<file path="config.mk">
export PLATFORM = sky130hd
export DESIGN_NAME = astar_top
export DESIGN_NICKNAME = d
export VERILOG_FILES = /design/src/verilog/astar_pkg.sv /design/src/verilog/astar_top.sv /design/src/verilog/neighbor_gen.sv /design/src/verilog/open_list.sv /design/src/verilog/search_ctrl.sv
export SDC_FILE = /design/constraint.sdc
export NUM_CORES = 2
export LEC_CHECK = 0
export BUFFER_PORTS_ARGS = -buffer_cell sky130_fd_sc_hd__clkbuf_2
export CAP_MARGIN = 0
export CORE_UTILIZATION = 25
export DETAILED_ROUTE_END_ITERATION = 8
export PLACE_DENSITY_LB_ADDON = 0.12
export RECOVER_POWER = 100
export SYNTH_ARGS = -nofsm -noshare
export SYNTH_HDL_FRONTEND = slang
export SYNTH_SLANG_ARGS = --single-unit
export TNS_END_PERCENT = 100
</file>
<file path="constraint.sdc">
create_clock -name sync -period 32.4 [get_ports sync]
set_clock_uncertainty 0.15 [all_clocks]
set_input_delay 6.48 -clock sync [delete_from_list [all_inputs] [get_ports sync]]
set_output_delay 6.48 -clock sync [all_outputs]
set_load 0.01 [all_outputs]
</file>
<file path="src/verilog/astar_pkg.sv">
package astar_pkg;

  // grid geometry
  localparam int GRID_DIM  = 8;
  localparam int NUM_NODES = GRID_DIM * GRID_DIM;  // also the open list depth
  localparam int COORD_W   = $clog2(GRID_DIM);
  localparam int NODE_W    = 2 * COORD_W;

  // path costs
  localparam int COST_W        = 11;  // f stays below 2048 on this grid
  localparam int STEP_STRAIGHT = 10;
  localparam int STEP_DIAG     = 14;

  localparam logic [COST_W-1:0] G_INF = '1;  // g of an unreached node

  // search_ctrl states
  localparam int ST_W = 3;
  localparam logic [ST_W-1:0] ST_IDLE  = 3'd0;
  localparam logic [ST_W-1:0] ST_CHECK = 3'd1;  // obstacle test, list clear
  localparam logic [ST_W-1:0] ST_SEED  = 3'd2;
  localparam logic [ST_W-1:0] ST_POP   = 3'd3;
  localparam logic [ST_W-1:0] ST_EVAL  = 3'd4;
  localparam logic [ST_W-1:0] ST_CAND  = 3'd5;
  localparam logic [ST_W-1:0] ST_WRITE = 3'd6;  // g write and insert

  // flat index or y/x pair with idx = y * GRID_DIM + x
  typedef union packed {
    logic [NODE_W-1:0] idx;
    struct packed {
      logic [COORD_W-1:0] y;
      logic [COORD_W-1:0] x;
    } xy;
  } node_t;

endpackage

</file>
<file path="src/verilog/astar_top.sv">
`timescale 1ns/1ns

module astar_top
  import astar_pkg::*;
(
  input  logic                 sync,
  input  logic                 reset,
  input  logic                 start_i,
  input  node_t                start_node_i,
  input  node_t                goal_node_i,
  input  logic [NUM_NODES-1:0] obstacle_map_i,  // bit idx set means blocked
  output logic                 busy_o,
  output logic                 done_o,
  output logic                 found_o,
  output logic [COST_W-1:0]    cost_o
);

  // pop and insert channels
  logic              pop_valid;
  logic              pop_ready;
  node_t             pop_node;
  logic [COST_W-1:0] pop_g;
  logic              empty;
  logic              ins_valid;
  node_t             ins_node;
  logic [COST_W-1:0] ins_g;
  logic [COST_W-1:0] ins_f;
  logic              clear;

  // neighbor candidates
  logic              load;
  node_t             load_node;
  logic              cand_valid;
  logic              cand_ready;
  node_t             cand_node;
  logic              cand_diag;
  logic              cand_last;

  neighbor_gen i_neighbor_gen (
    .sync         (sync),
    .reset        (reset),
    .load_i       (load),
    .node_i       (load_node),
    .cand_valid_o (cand_valid),
    .cand_ready_i (cand_ready),
    .cand_node_o  (cand_node),
    .cand_diag_o  (cand_diag),
    .cand_last_o  (cand_last)
  );

  open_list i_open_list (
    .sync        (sync),
    .reset       (reset),
    .clear_i     (clear),
    .ins_valid_i (ins_valid),
    .ins_node_i  (ins_node),
    .ins_g_i     (ins_g),
    .ins_f_i     (ins_f),
    .pop_valid_o (pop_valid),
    .pop_ready_i (pop_ready),
    .pop_node_o  (pop_node),
    .pop_g_o     (pop_g),
    .empty_o     (empty)
  );

  search_ctrl i_search_ctrl (
    .sync           (sync),
    .reset          (reset),
    .start_i        (start_i),
    .start_node_i   (start_node_i),
    .goal_node_i    (goal_node_i),
    .obstacle_map_i (obstacle_map_i),
    .pop_valid_i    (pop_valid),
    .pop_ready_o    (pop_ready),
    .pop_node_i     (pop_node),
    .pop_g_i        (pop_g),
    .empty_i        (empty),
    .ins_valid_o    (ins_valid),
    .ins_node_o     (ins_node),
    .ins_g_o        (ins_g),
    .ins_f_o        (ins_f),
    .clear_o        (clear),
    .load_o         (load),
    .load_node_o    (load_node),
    .cand_valid_i   (cand_valid),
    .cand_ready_o   (cand_ready),
    .cand_node_i    (cand_node),
    .cand_diag_i    (cand_diag),
    .cand_last_i    (cand_last),
    .busy_o         (busy_o),
    .done_o         (done_o),
    .found_o        (found_o),
    .cost_o         (cost_o)
  );

endmodule

</file>
<file path="src/verilog/neighbor_gen.sv">
`timescale 1ns/1ns

module neighbor_gen
  import astar_pkg::*;
(
  input  logic  sync,
  input  logic  reset,
  input  logic  load_i,
  input  node_t node_i,
  output logic  cand_valid_o,
  input  logic  cand_ready_i,
  output node_t cand_node_o,
  output logic  cand_diag_o,
  output logic  cand_last_o
);

  node_t      node_q;
  logic [2:0] dir_q;       // 0 NW, 1 N, 2 NE, 3 E, 4 SE, 5 S, 6 SW, 7 W
  logic [7:0] cur_mask;
  logic [7:0] upper_mask;
  logic       xfer;

  // one bit per direction whose step stays inside the grid
  function automatic logic [7:0] dir_mask(node_t n);
    logic w;
    logic e;
    logic up;
    logic dn;
    w  = n.xy.x != '0;
    e  = n.xy.x != COORD_W'(GRID_DIM - 1);
    up = n.xy.y != '0;
    dn = n.xy.y != COORD_W'(GRID_DIM - 1);
    return {w, dn & w, dn, dn & e, e, up & e, up, up & w};
  endfunction

  function automatic logic [2:0] lowest_dir(logic [7:0] m);
    logic [2:0] d;
    d = 3'd0;
    for (int i = 7; i >= 0; i--)
    begin
      if (m[i])
        d = 3'(i);
    end
    return d;
  endfunction

  assign cur_mask   = dir_mask(node_q);
  assign upper_mask = cur_mask & (8'hfe << dir_q);  // directions still to come
  assign xfer       = cand_valid_o & cand_ready_i;

  assign cand_diag_o = ~dir_q[0];            // even codes are diagonal
  assign cand_last_o = upper_mask == '0;

  always_comb
  begin
    cand_node_o = node_q;
    if (dir_q inside {3'd0, 3'd6, 3'd7})
      cand_node_o.xy.x = node_q.xy.x - 1'b1;
    if (dir_q inside {3'd2, 3'd3, 3'd4})
      cand_node_o.xy.x = node_q.xy.x + 1'b1;
    if (dir_q inside {3'd0, 3'd1, 3'd2})
      cand_node_o.xy.y = node_q.xy.y - 1'b1;  // north is lower y
    if (dir_q inside {3'd4, 3'd5, 3'd6})
      cand_node_o.xy.y = node_q.xy.y + 1'b1;
  end

  always_ff @(posedge sync or posedge reset)
  begin
    if (reset)
    begin
      cand_valid_o <= 1'b0;
      dir_q        <= 3'd0;
    end
    else if (load_i)
    begin
      cand_valid_o <= 1'b1;                  // every cell has 3+ neighbors
      dir_q        <= lowest_dir(dir_mask(node_i));
    end
    else if (xfer)
    begin
      if (cand_last_o)
        cand_valid_o <= 1'b0;
      else
        dir_q <= lowest_dir(upper_mask);     // skip off-grid steps
    end
  end

  always_ff @(posedge sync)
  begin
    if (load_i)
      node_q <= node_i;
  end

  a_cand_after_load: assert property (
    @(posedge sync) disable iff (reset) $rose(cand_valid_o) |-> $past(load_i));

endmodule

</file>
<file path="src/verilog/open_list.sv">
`timescale 1ns/1ns

module open_list
  import astar_pkg::*;
(
  input  logic              sync,
  input  logic              reset,
  input  logic              clear_i,
  input  logic              ins_valid_i,
  input  node_t             ins_node_i,
  input  logic [COST_W-1:0] ins_g_i,
  input  logic [COST_W-1:0] ins_f_i,
  output logic              pop_valid_o,
  input  logic              pop_ready_i,
  output node_t             pop_node_o,
  output logic [COST_W-1:0] pop_g_o,
  output logic              empty_o
);

  logic [NUM_NODES-1:0] ent_valid_q;
  node_t                ent_node_q [NUM_NODES];
  logic [COST_W-1:0]    ent_g_q    [NUM_NODES];
  logic [COST_W-1:0]    ent_f_q    [NUM_NODES];

  // running min-f scan
  logic [NODE_W-1:0] scan_idx_q;
  logic              scan_done_q;
  logic              best_found_q;
  logic [NODE_W-1:0] best_slot_q;
  logic [COST_W-1:0] best_f_q;

  logic              hit;
  logic [NODE_W-1:0] hit_slot;
  logic              free_found;
  logic [NODE_W-1:0] free_slot;
  logic [NODE_W-1:0] ins_slot;
  logic              ins_write;
  logic              pop_xfer;
  logic              scan_take;

  // lowest matching slot and lowest free slot
  always_comb
  begin
    hit        = 1'b0;
    hit_slot   = '0;
    free_found = 1'b0;
    free_slot  = '0;
    for (int i = NUM_NODES - 1; i >= 0; i--)
    begin
      if (ent_valid_q[i] && ent_node_q[i] == ins_node_i)
      begin
        hit      = 1'b1;
        hit_slot = NODE_W'(i);
      end
      if (!ent_valid_q[i])
      begin
        free_found = 1'b1;
        free_slot  = NODE_W'(i);
      end
    end
  end

  assign ins_slot  = hit ? hit_slot : free_slot;
  assign ins_write = ins_valid_i & (hit ? (ins_f_i < ent_f_q[hit_slot]) : free_found);
  assign pop_xfer  = pop_valid_o & pop_ready_i;
  // strict compare keeps the lower slot on a tie
  assign scan_take = ent_valid_q[scan_idx_q] &&
                     (!best_found_q || ent_f_q[scan_idx_q] < best_f_q);

  always_ff @(posedge sync or posedge reset)
  begin
    if (reset)
    begin
      ent_valid_q  <= '0;
      scan_idx_q   <= '0;
      scan_done_q  <= 1'b0;
      best_found_q <= 1'b0;
      best_slot_q  <= '0;
      best_f_q     <= '0;
    end
    else if (clear_i || ins_valid_i || pop_xfer)
    begin
      scan_idx_q   <= '0;                    // contents changed, rescan
      scan_done_q  <= 1'b0;
      best_found_q <= 1'b0;
      if (clear_i)
        ent_valid_q <= '0;
      else
      begin
        if (pop_xfer)
          ent_valid_q[best_slot_q] <= 1'b0;
        if (ins_write)
          ent_valid_q[ins_slot] <= 1'b1;
      end
    end
    else if (!scan_done_q)
    begin
      if (scan_take)
      begin
        best_found_q <= 1'b1;
        best_slot_q  <= scan_idx_q;
        best_f_q     <= ent_f_q[scan_idx_q];
      end
      scan_idx_q <= scan_idx_q + 1'b1;
      if (scan_idx_q == NODE_W'(NUM_NODES - 1))
        scan_done_q <= 1'b1;
    end
  end

  always_ff @(posedge sync)
  begin
    if (ins_write)
    begin
      ent_node_q[ins_slot] <= ins_node_i;
      ent_g_q[ins_slot]    <= ins_g_i;
      ent_f_q[ins_slot]    <= ins_f_i;
    end
  end

  assign pop_valid_o = scan_done_q & best_found_q;
  assign pop_node_o  = ent_node_q[best_slot_q];
  assign pop_g_o     = ent_g_q[best_slot_q];
  assign empty_o     = ~|ent_valid_q;

  a_no_overflow: assert property (
    @(posedge sync) disable iff (reset) ins_valid_i && !hit |-> free_found);

endmodule

</file>
<file path="src/verilog/search_ctrl.sv">
`timescale 1ns/1ns

module search_ctrl
  import astar_pkg::*;
(
  input  logic                 sync,
  input  logic                 reset,
  input  logic                 start_i,
  input  node_t                start_node_i,
  input  node_t                goal_node_i,
  input  logic [NUM_NODES-1:0] obstacle_map_i,
  input  logic                 pop_valid_i,
  output logic                 pop_ready_o,
  input  node_t                pop_node_i,
  input  logic [COST_W-1:0]    pop_g_i,
  input  logic                 empty_i,
  output logic                 ins_valid_o,
  output node_t                ins_node_o,
  output logic [COST_W-1:0]    ins_g_o,
  output logic [COST_W-1:0]    ins_f_o,
  output logic                 clear_o,
  output logic                 load_o,
  output node_t                load_node_o,
  input  logic                 cand_valid_i,
  output logic                 cand_ready_o,
  input  node_t                cand_node_i,
  input  logic                 cand_diag_i,
  input  logic                 cand_last_i,
  output logic                 busy_o,
  output logic                 done_o,
  output logic                 found_o,
  output logic [COST_W-1:0]    cost_o
);

  logic [ST_W-1:0]      state_q;
  logic                 found_q;
  logic [COST_W-1:0]    cost_q;
  node_t                cur_node_q;
  logic [COST_W-1:0]    cur_g_q;
  logic [COST_W-1:0]    g_mem_q [NUM_NODES];  // cost from start
  logic [NUM_NODES-1:0] closed_q;

  logic                 blocked;
  logic                 cur_closed;
  logic                 at_goal;
  logic [COST_W-1:0]    step_g;
  logic                 improve;

  // octile distance with 10 per straight step and 4 extra per diagonal
  function automatic logic [COST_W-1:0] octile(node_t a, node_t b);
    logic [COORD_W-1:0] dx;
    logic [COORD_W-1:0] dy;
    logic [COORD_W-1:0] hi;
    logic [COORD_W-1:0] lo;
    dx = (a.xy.x > b.xy.x) ? a.xy.x - b.xy.x : b.xy.x - a.xy.x;
    dy = (a.xy.y > b.xy.y) ? a.xy.y - b.xy.y : b.xy.y - a.xy.y;
    hi = (dx > dy) ? dx : dy;
    lo = (dx > dy) ? dy : dx;
    return COST_W'(STEP_STRAIGHT * hi + (STEP_DIAG - STEP_STRAIGHT) * lo);
  endfunction

  assign blocked    = obstacle_map_i[start_node_i.idx] | obstacle_map_i[goal_node_i.idx];
  assign cur_closed = closed_q[cur_node_q.idx];
  assign at_goal    = cur_node_q == goal_node_i;
  assign step_g     = cur_g_q + (cand_diag_i ? COST_W'(STEP_DIAG) : COST_W'(STEP_STRAIGHT));
  assign improve    = cand_valid_i && !obstacle_map_i[cand_node_i.idx] &&
                      !closed_q[cand_node_i.idx] && step_g < g_mem_q[cand_node_i.idx];

  assign busy_o       = state_q != ST_IDLE;
  assign clear_o      = state_q == ST_CHECK;
  assign pop_ready_o  = state_q == ST_POP;
  assign load_o       = state_q == ST_EVAL && !cur_closed && !at_goal;
  assign load_node_o  = cur_node_q;
  // hold the candidate for one extra cycle while g is written
  assign cand_ready_o = (state_q == ST_CAND && !improve) || state_q == ST_WRITE;

  assign ins_valid_o = state_q == ST_SEED || state_q == ST_WRITE;
  assign ins_node_o  = (state_q == ST_SEED) ? start_node_i : cand_node_i;
  assign ins_g_o     = (state_q == ST_SEED) ? '0 : step_g;
  assign ins_f_o     = ins_g_o + octile(ins_node_o, goal_node_i);

  assign found_o = found_q;
  assign cost_o  = cost_q;

  always_ff @(posedge sync or posedge reset)
  begin
    if (reset)
    begin
      state_q <= ST_IDLE;
      done_o  <= 1'b0;
      found_q <= 1'b0;
      cost_q  <= '0;
    end
    else
    begin
      done_o <= 1'b0;
      case (state_q)
        ST_IDLE:
          if (start_i)
          begin
            found_q <= 1'b0;
            cost_q  <= '0;
            state_q <= ST_CHECK;
          end
        ST_CHECK:
          if (blocked)
          begin
            done_o  <= 1'b1;                 // start or goal on an obstacle
            state_q <= ST_IDLE;
          end
          else
            state_q <= ST_SEED;
        ST_SEED:
          state_q <= ST_POP;
        ST_POP:
          if (pop_valid_i)
            state_q <= ST_EVAL;
          else if (empty_i)
          begin
            done_o  <= 1'b1;                 // nothing left to expand
            state_q <= ST_IDLE;
          end
        ST_EVAL:
          if (cur_closed)
            state_q <= ST_POP;
          else if (at_goal)
          begin
            done_o  <= 1'b1;
            found_q <= 1'b1;
            cost_q  <= cur_g_q;
            state_q <= ST_IDLE;
          end
          else
            state_q <= ST_CAND;
        ST_CAND:
          if (improve)
            state_q <= ST_WRITE;
          else if (cand_valid_i && cand_last_i)
            state_q <= ST_POP;
        ST_WRITE:
          state_q <= cand_last_i ? ST_POP : ST_CAND;
        default:
          state_q <= ST_IDLE;
      endcase
    end
  end

  always_ff @(posedge sync)
  begin
    if (state_q == ST_IDLE && start_i)
    begin
      closed_q <= '0;
      for (int i = 0; i < NUM_NODES; i++)
        g_mem_q[i] <= G_INF;
    end
    if (state_q == ST_SEED)
      g_mem_q[start_node_i.idx] <= '0;
    if (pop_ready_o && pop_valid_i)
    begin
      cur_node_q <= pop_node_i;
      cur_g_q    <= pop_g_i;
    end
    if (load_o)
      closed_q[cur_node_q.idx] <= 1'b1;  // expanded nodes are final
    if (state_q == ST_WRITE)
      g_mem_q[cand_node_i.idx] <= step_g;
  end

  a_done_pulse: assert property (
    @(posedge sync) disable iff (reset) done_o |=> !done_o);

endmodule
</file>
==> metrics.md <==
| Metric | Value |
|---|---|
| Status | `finished, violations left` |
| Failing checks | `capacitance limit, slew limit` |
| Clock period minus worst slack | `25390 ps` |
| Rel. slew slack | `-3.28` |
| Remaining Overflow, GRT | `0` |
| Num CTS Buffers | `323` |
| Post-Place Cell Area | `135000 µm²` |
| CP max-delay cell | `clkbuf_1` |
| Cells after DPL | `15400` |
| First-pass GRT wire length | `739000 µm` |
| Most frequent cells in the layout | `edfxtp_1 (2455), nand2_1 (1148), mux2i_1 (776)` |
| CP arrival | `25740 ps` |
| Vias per cell | `5.37` |
| RR Startpoint | `i_search_ctrl.state_q[1]` |
| Post-Syn Area per Cell | `13.8 µm²` |
| First-iteration detailed-routing DRC count | `9101` |
| Worst Hold End | `i_open_list.best_f_q[0]` |
| Chip height | `711 µm` |
| Row cnt | `259` |
| RSZ-0062 raised after global routing | `no` |
| Gr usage total | `0.209` |
| Worst Setup SP | `start_node_i[3]` |
| Synthesized Nets | `9245` |
| Finished Layout Cells | `16100` |
| Max clock buf depth | `4` |
| Crit path kind | `in2reg` |
| Worst skew pair latency | `990 ps` |
| Slew Limit Fails | `2591` |
| Pwr per Cell Area | `98.4 nW/µm²` |
| Post-layout net count | `9270` |
| Starting Density | `0.252` |
| Final Hold Viols | `0` |
| Setup TNS | `0 ps` |
| Fmax | `39.4 MHz` |
| Initial antenna violation count | `28` |
| Worst reg2reg path endpoint | `i_open_list.ent_g_q[18][10]` |
| Synth cell types | `117` |
| Core Area | `499000 µm²` |
| Drt drc | `0` |
| Hold-fix buffers, CTS | `0` |
| Register area share after synthesis | `0.619` |
| Vias in the first global route | `85400` |
| Layout cells sized above 1 | `0.137` |
| Post-CTS setup buffers | `0` |
| Most used cell, CP | `clkbuf_1` |
| Multi-input gate area | `44400 µm²` |
| Setup Viol. Count Final | `0` |
| Total wire length | `542000 µm` |
| DRT Pass-1 Iters | `6` |
| CTS sink cnt | `2628` |
| MaxCap Viol Count | `62` |
| Hpwl dp | `340000 µm` |
| Via count | `86100` |
| Register area | `77700 µm²` |
| Dominant synthesized flop cell | `edfxtp_1` |
| Yosys warns | `0` |
| PortBufs | `92` |
| Peak supply drop | `341 µV` |
| # IOs | `93` |
| Post_cts resized | `0` |
| Clock transition at path regs | `60 ps` |
| Commonest non-fill, non-tap cell in the layout | `edfxtp_1` |
| H-tree depth | `5` |
| Cell at the root of the clock tree | `clkbuf_16` |
| GPL Wtd Cong | `0.895` |
| Fill cells | `50200` |
| Worst hold path type | `reg2reg` |
| Die area | `505000 µm²` |
| Largest net degree at the start of global routing | `97` |
| Mapped cell area | `126000 µm²` |
| Finished Cell Area | `144000 µm²` |
| Period utilization | `0.784` |
| Hold depth | `2` |
| Critical path launch point type | `input port` |
| Area growth syn-to-layout | `14.8%` |
| Crit-path max FO | `66` |
| Die span in x | `711 µm` |
| P_leak | `44.2 nW` |
| R2R setup slack | `8250 ps` |
| Crit-path max cell delay | `2510 ps` |
| Worst-margin pin slew | `6420 ps` |
| Req. time, crit path | `32750 ps` |
| CTS tree | `yes` |
| Post-synth EDFFs | `2455` |
| Critical path endpoint category | `register` |
| Yosys reg bits | `2628` |
| Hold Crit Start | `i_open_list.best_f_q[0]` |
| Final ANT Viol Nets | `0` |
| Fraction of registers with async set/reset | `0.0415` |
| Cells after Synth | `9093` |
| Routed len/inst | `33.8 µm` |
| R2R depth | `42` |
[how the worst max path moves through the flow]
stage                                        to  slack, ps
floorplan            i_open_list.ent_f_q[13][0]      11960
global placement     i_open_list.ent_f_q[25][8]      11850
detailed placement   i_open_list.ent_f_q[29][8]      11950
CTS                  i_open_list.ent_f_q[29][7]      12920
global route          i_open_list.ent_f_q[8][4]       6290
finish              i_open_list.ent_g_q[18][10]       7010
[worst max-delay path, delay by kind of cell]
kind | cells | cell delay, ps
muxes | 1 | 330
xor gates and xnor gates | 1 | 150
and+or+nand+nor | 7 | 2120
buffers and inverters | 11 | 11050
AOI/OAI and AO/OA | 14 | 3040
adders and majority gates | 6 | 2320
[per-stage QoR]
| stage | utilization | power, mW | hold slack (ps) | setup slack, ps |
|---|---|---|---|---|
| after floorplan | - | 9.00 | 291 | 11960 |
| after global placement | 0.270 | 11.6 | 316 | 11850 |
| after detailed placement | 0.270 | 11.6 | 328 | 11950 |
| after CTS | 0.291 | 15.2 | 337 | 12920 |
| after global routing | 0.289 | 14.6 | 363 | 6290 |
| final | 0.289 | 14.2 | 339 | 7010 |
[cell families (layout without fill, tap and decap cells)]
kind of cell / count (synthesis) / in the layout / share of synthesized area
DFF: 2628 / 2628 / 0.619
and+or+nand+nor: 2170 / 2170 / 0.0804
AOI/OAI and AO/OA: 1835 / 1835 / 0.106
muxes: 1188 / 1188 / 0.133
buffers and inverters: 854 / 1147 / 0.0287
xor gates and xnor gates: 344 / 344 / 0.0252
adders and majority gates: 74 / 74 / 0.00778
other: 0 / 9 / 0
[state kept, by name, indices dropped and copies added, names as in the netlist]
name and count:
i_open_list.ent_f_q 704, i_search_ctrl.g_mem_q 704, i_open_list.ent_g_q 640, i_open_list.ent_node_q 384, i_open_list.ent_valid_q 64, i_search_ctrl.closed_q 64
i_open_list.best_f_q 11, i_search_ctrl.cost_o 11, i_search_ctrl.cur_g_q 11, i_neighbor_gen.node_q 6, i_open_list.best_slot_q 6, i_open_list.scan_idx_q 6
i_search_ctrl.load_node_o 6, i_neighbor_gen.dir_q 3, i_search_ctrl.state_q 3, i_neighbor_gen.cand_valid_o 1, i_open_list.best_found_q 1, i_open_list.scan_done_q 1
i_search_ctrl.done_o 1, i_search_ctrl.found_o 1
[power by group]
group | switching, mW | internal, mW
clock | 1.55 | 2.09
sequential | 0.0531 | 5.34
combinational | 3.82 | 1.33
[final cells by class]
cell class,instances,share of cell area
clock inverters,176,0.0118
well taps,6655,0.0578
diodes,9,0.000156
repair buffers,449,0.0187
inverters,105,0.00278
multi-input cells,5611,0.308
clock buffers,417,0.0610
flip-flops and latches,2628,0.540
[cell usage after synthesis, types with 58 or more instances]
library cell	number	area [µm²]
a31oi_1	116	726
edfxtp_1	2455	73700
xor2_1	109	955
buf_2	103	515
xnor2_1	224	1960
o21ai_0	292	1460
ha_1	66	826
nand2_1	1166	4380
nor2_1	204	766
buf_1	77	289
dfxtp_1	64	1280
clkbuf_1	521	1960
nand4_1	118	738
a21oi_1	240	1200
dfrtp_1	109	2730
nand3_1	158	791
inv_1	97	364
a22o_1	135	1180
a22oi_1	403	3030
mux4_2	377	8490
mux2i_1	776	7770
o221ai_1	58	508
nor3_1	124	621
nor4_1	88	551
a221oi_1	103	902
[routing by layer]
layer	track usage	wire length (µm)
met3	0.0363	37500
met2	0.322	240000
met4	0.0836	25000
met1	0.290	239000
met5	0	54
(Power assumes the default switching activity.)
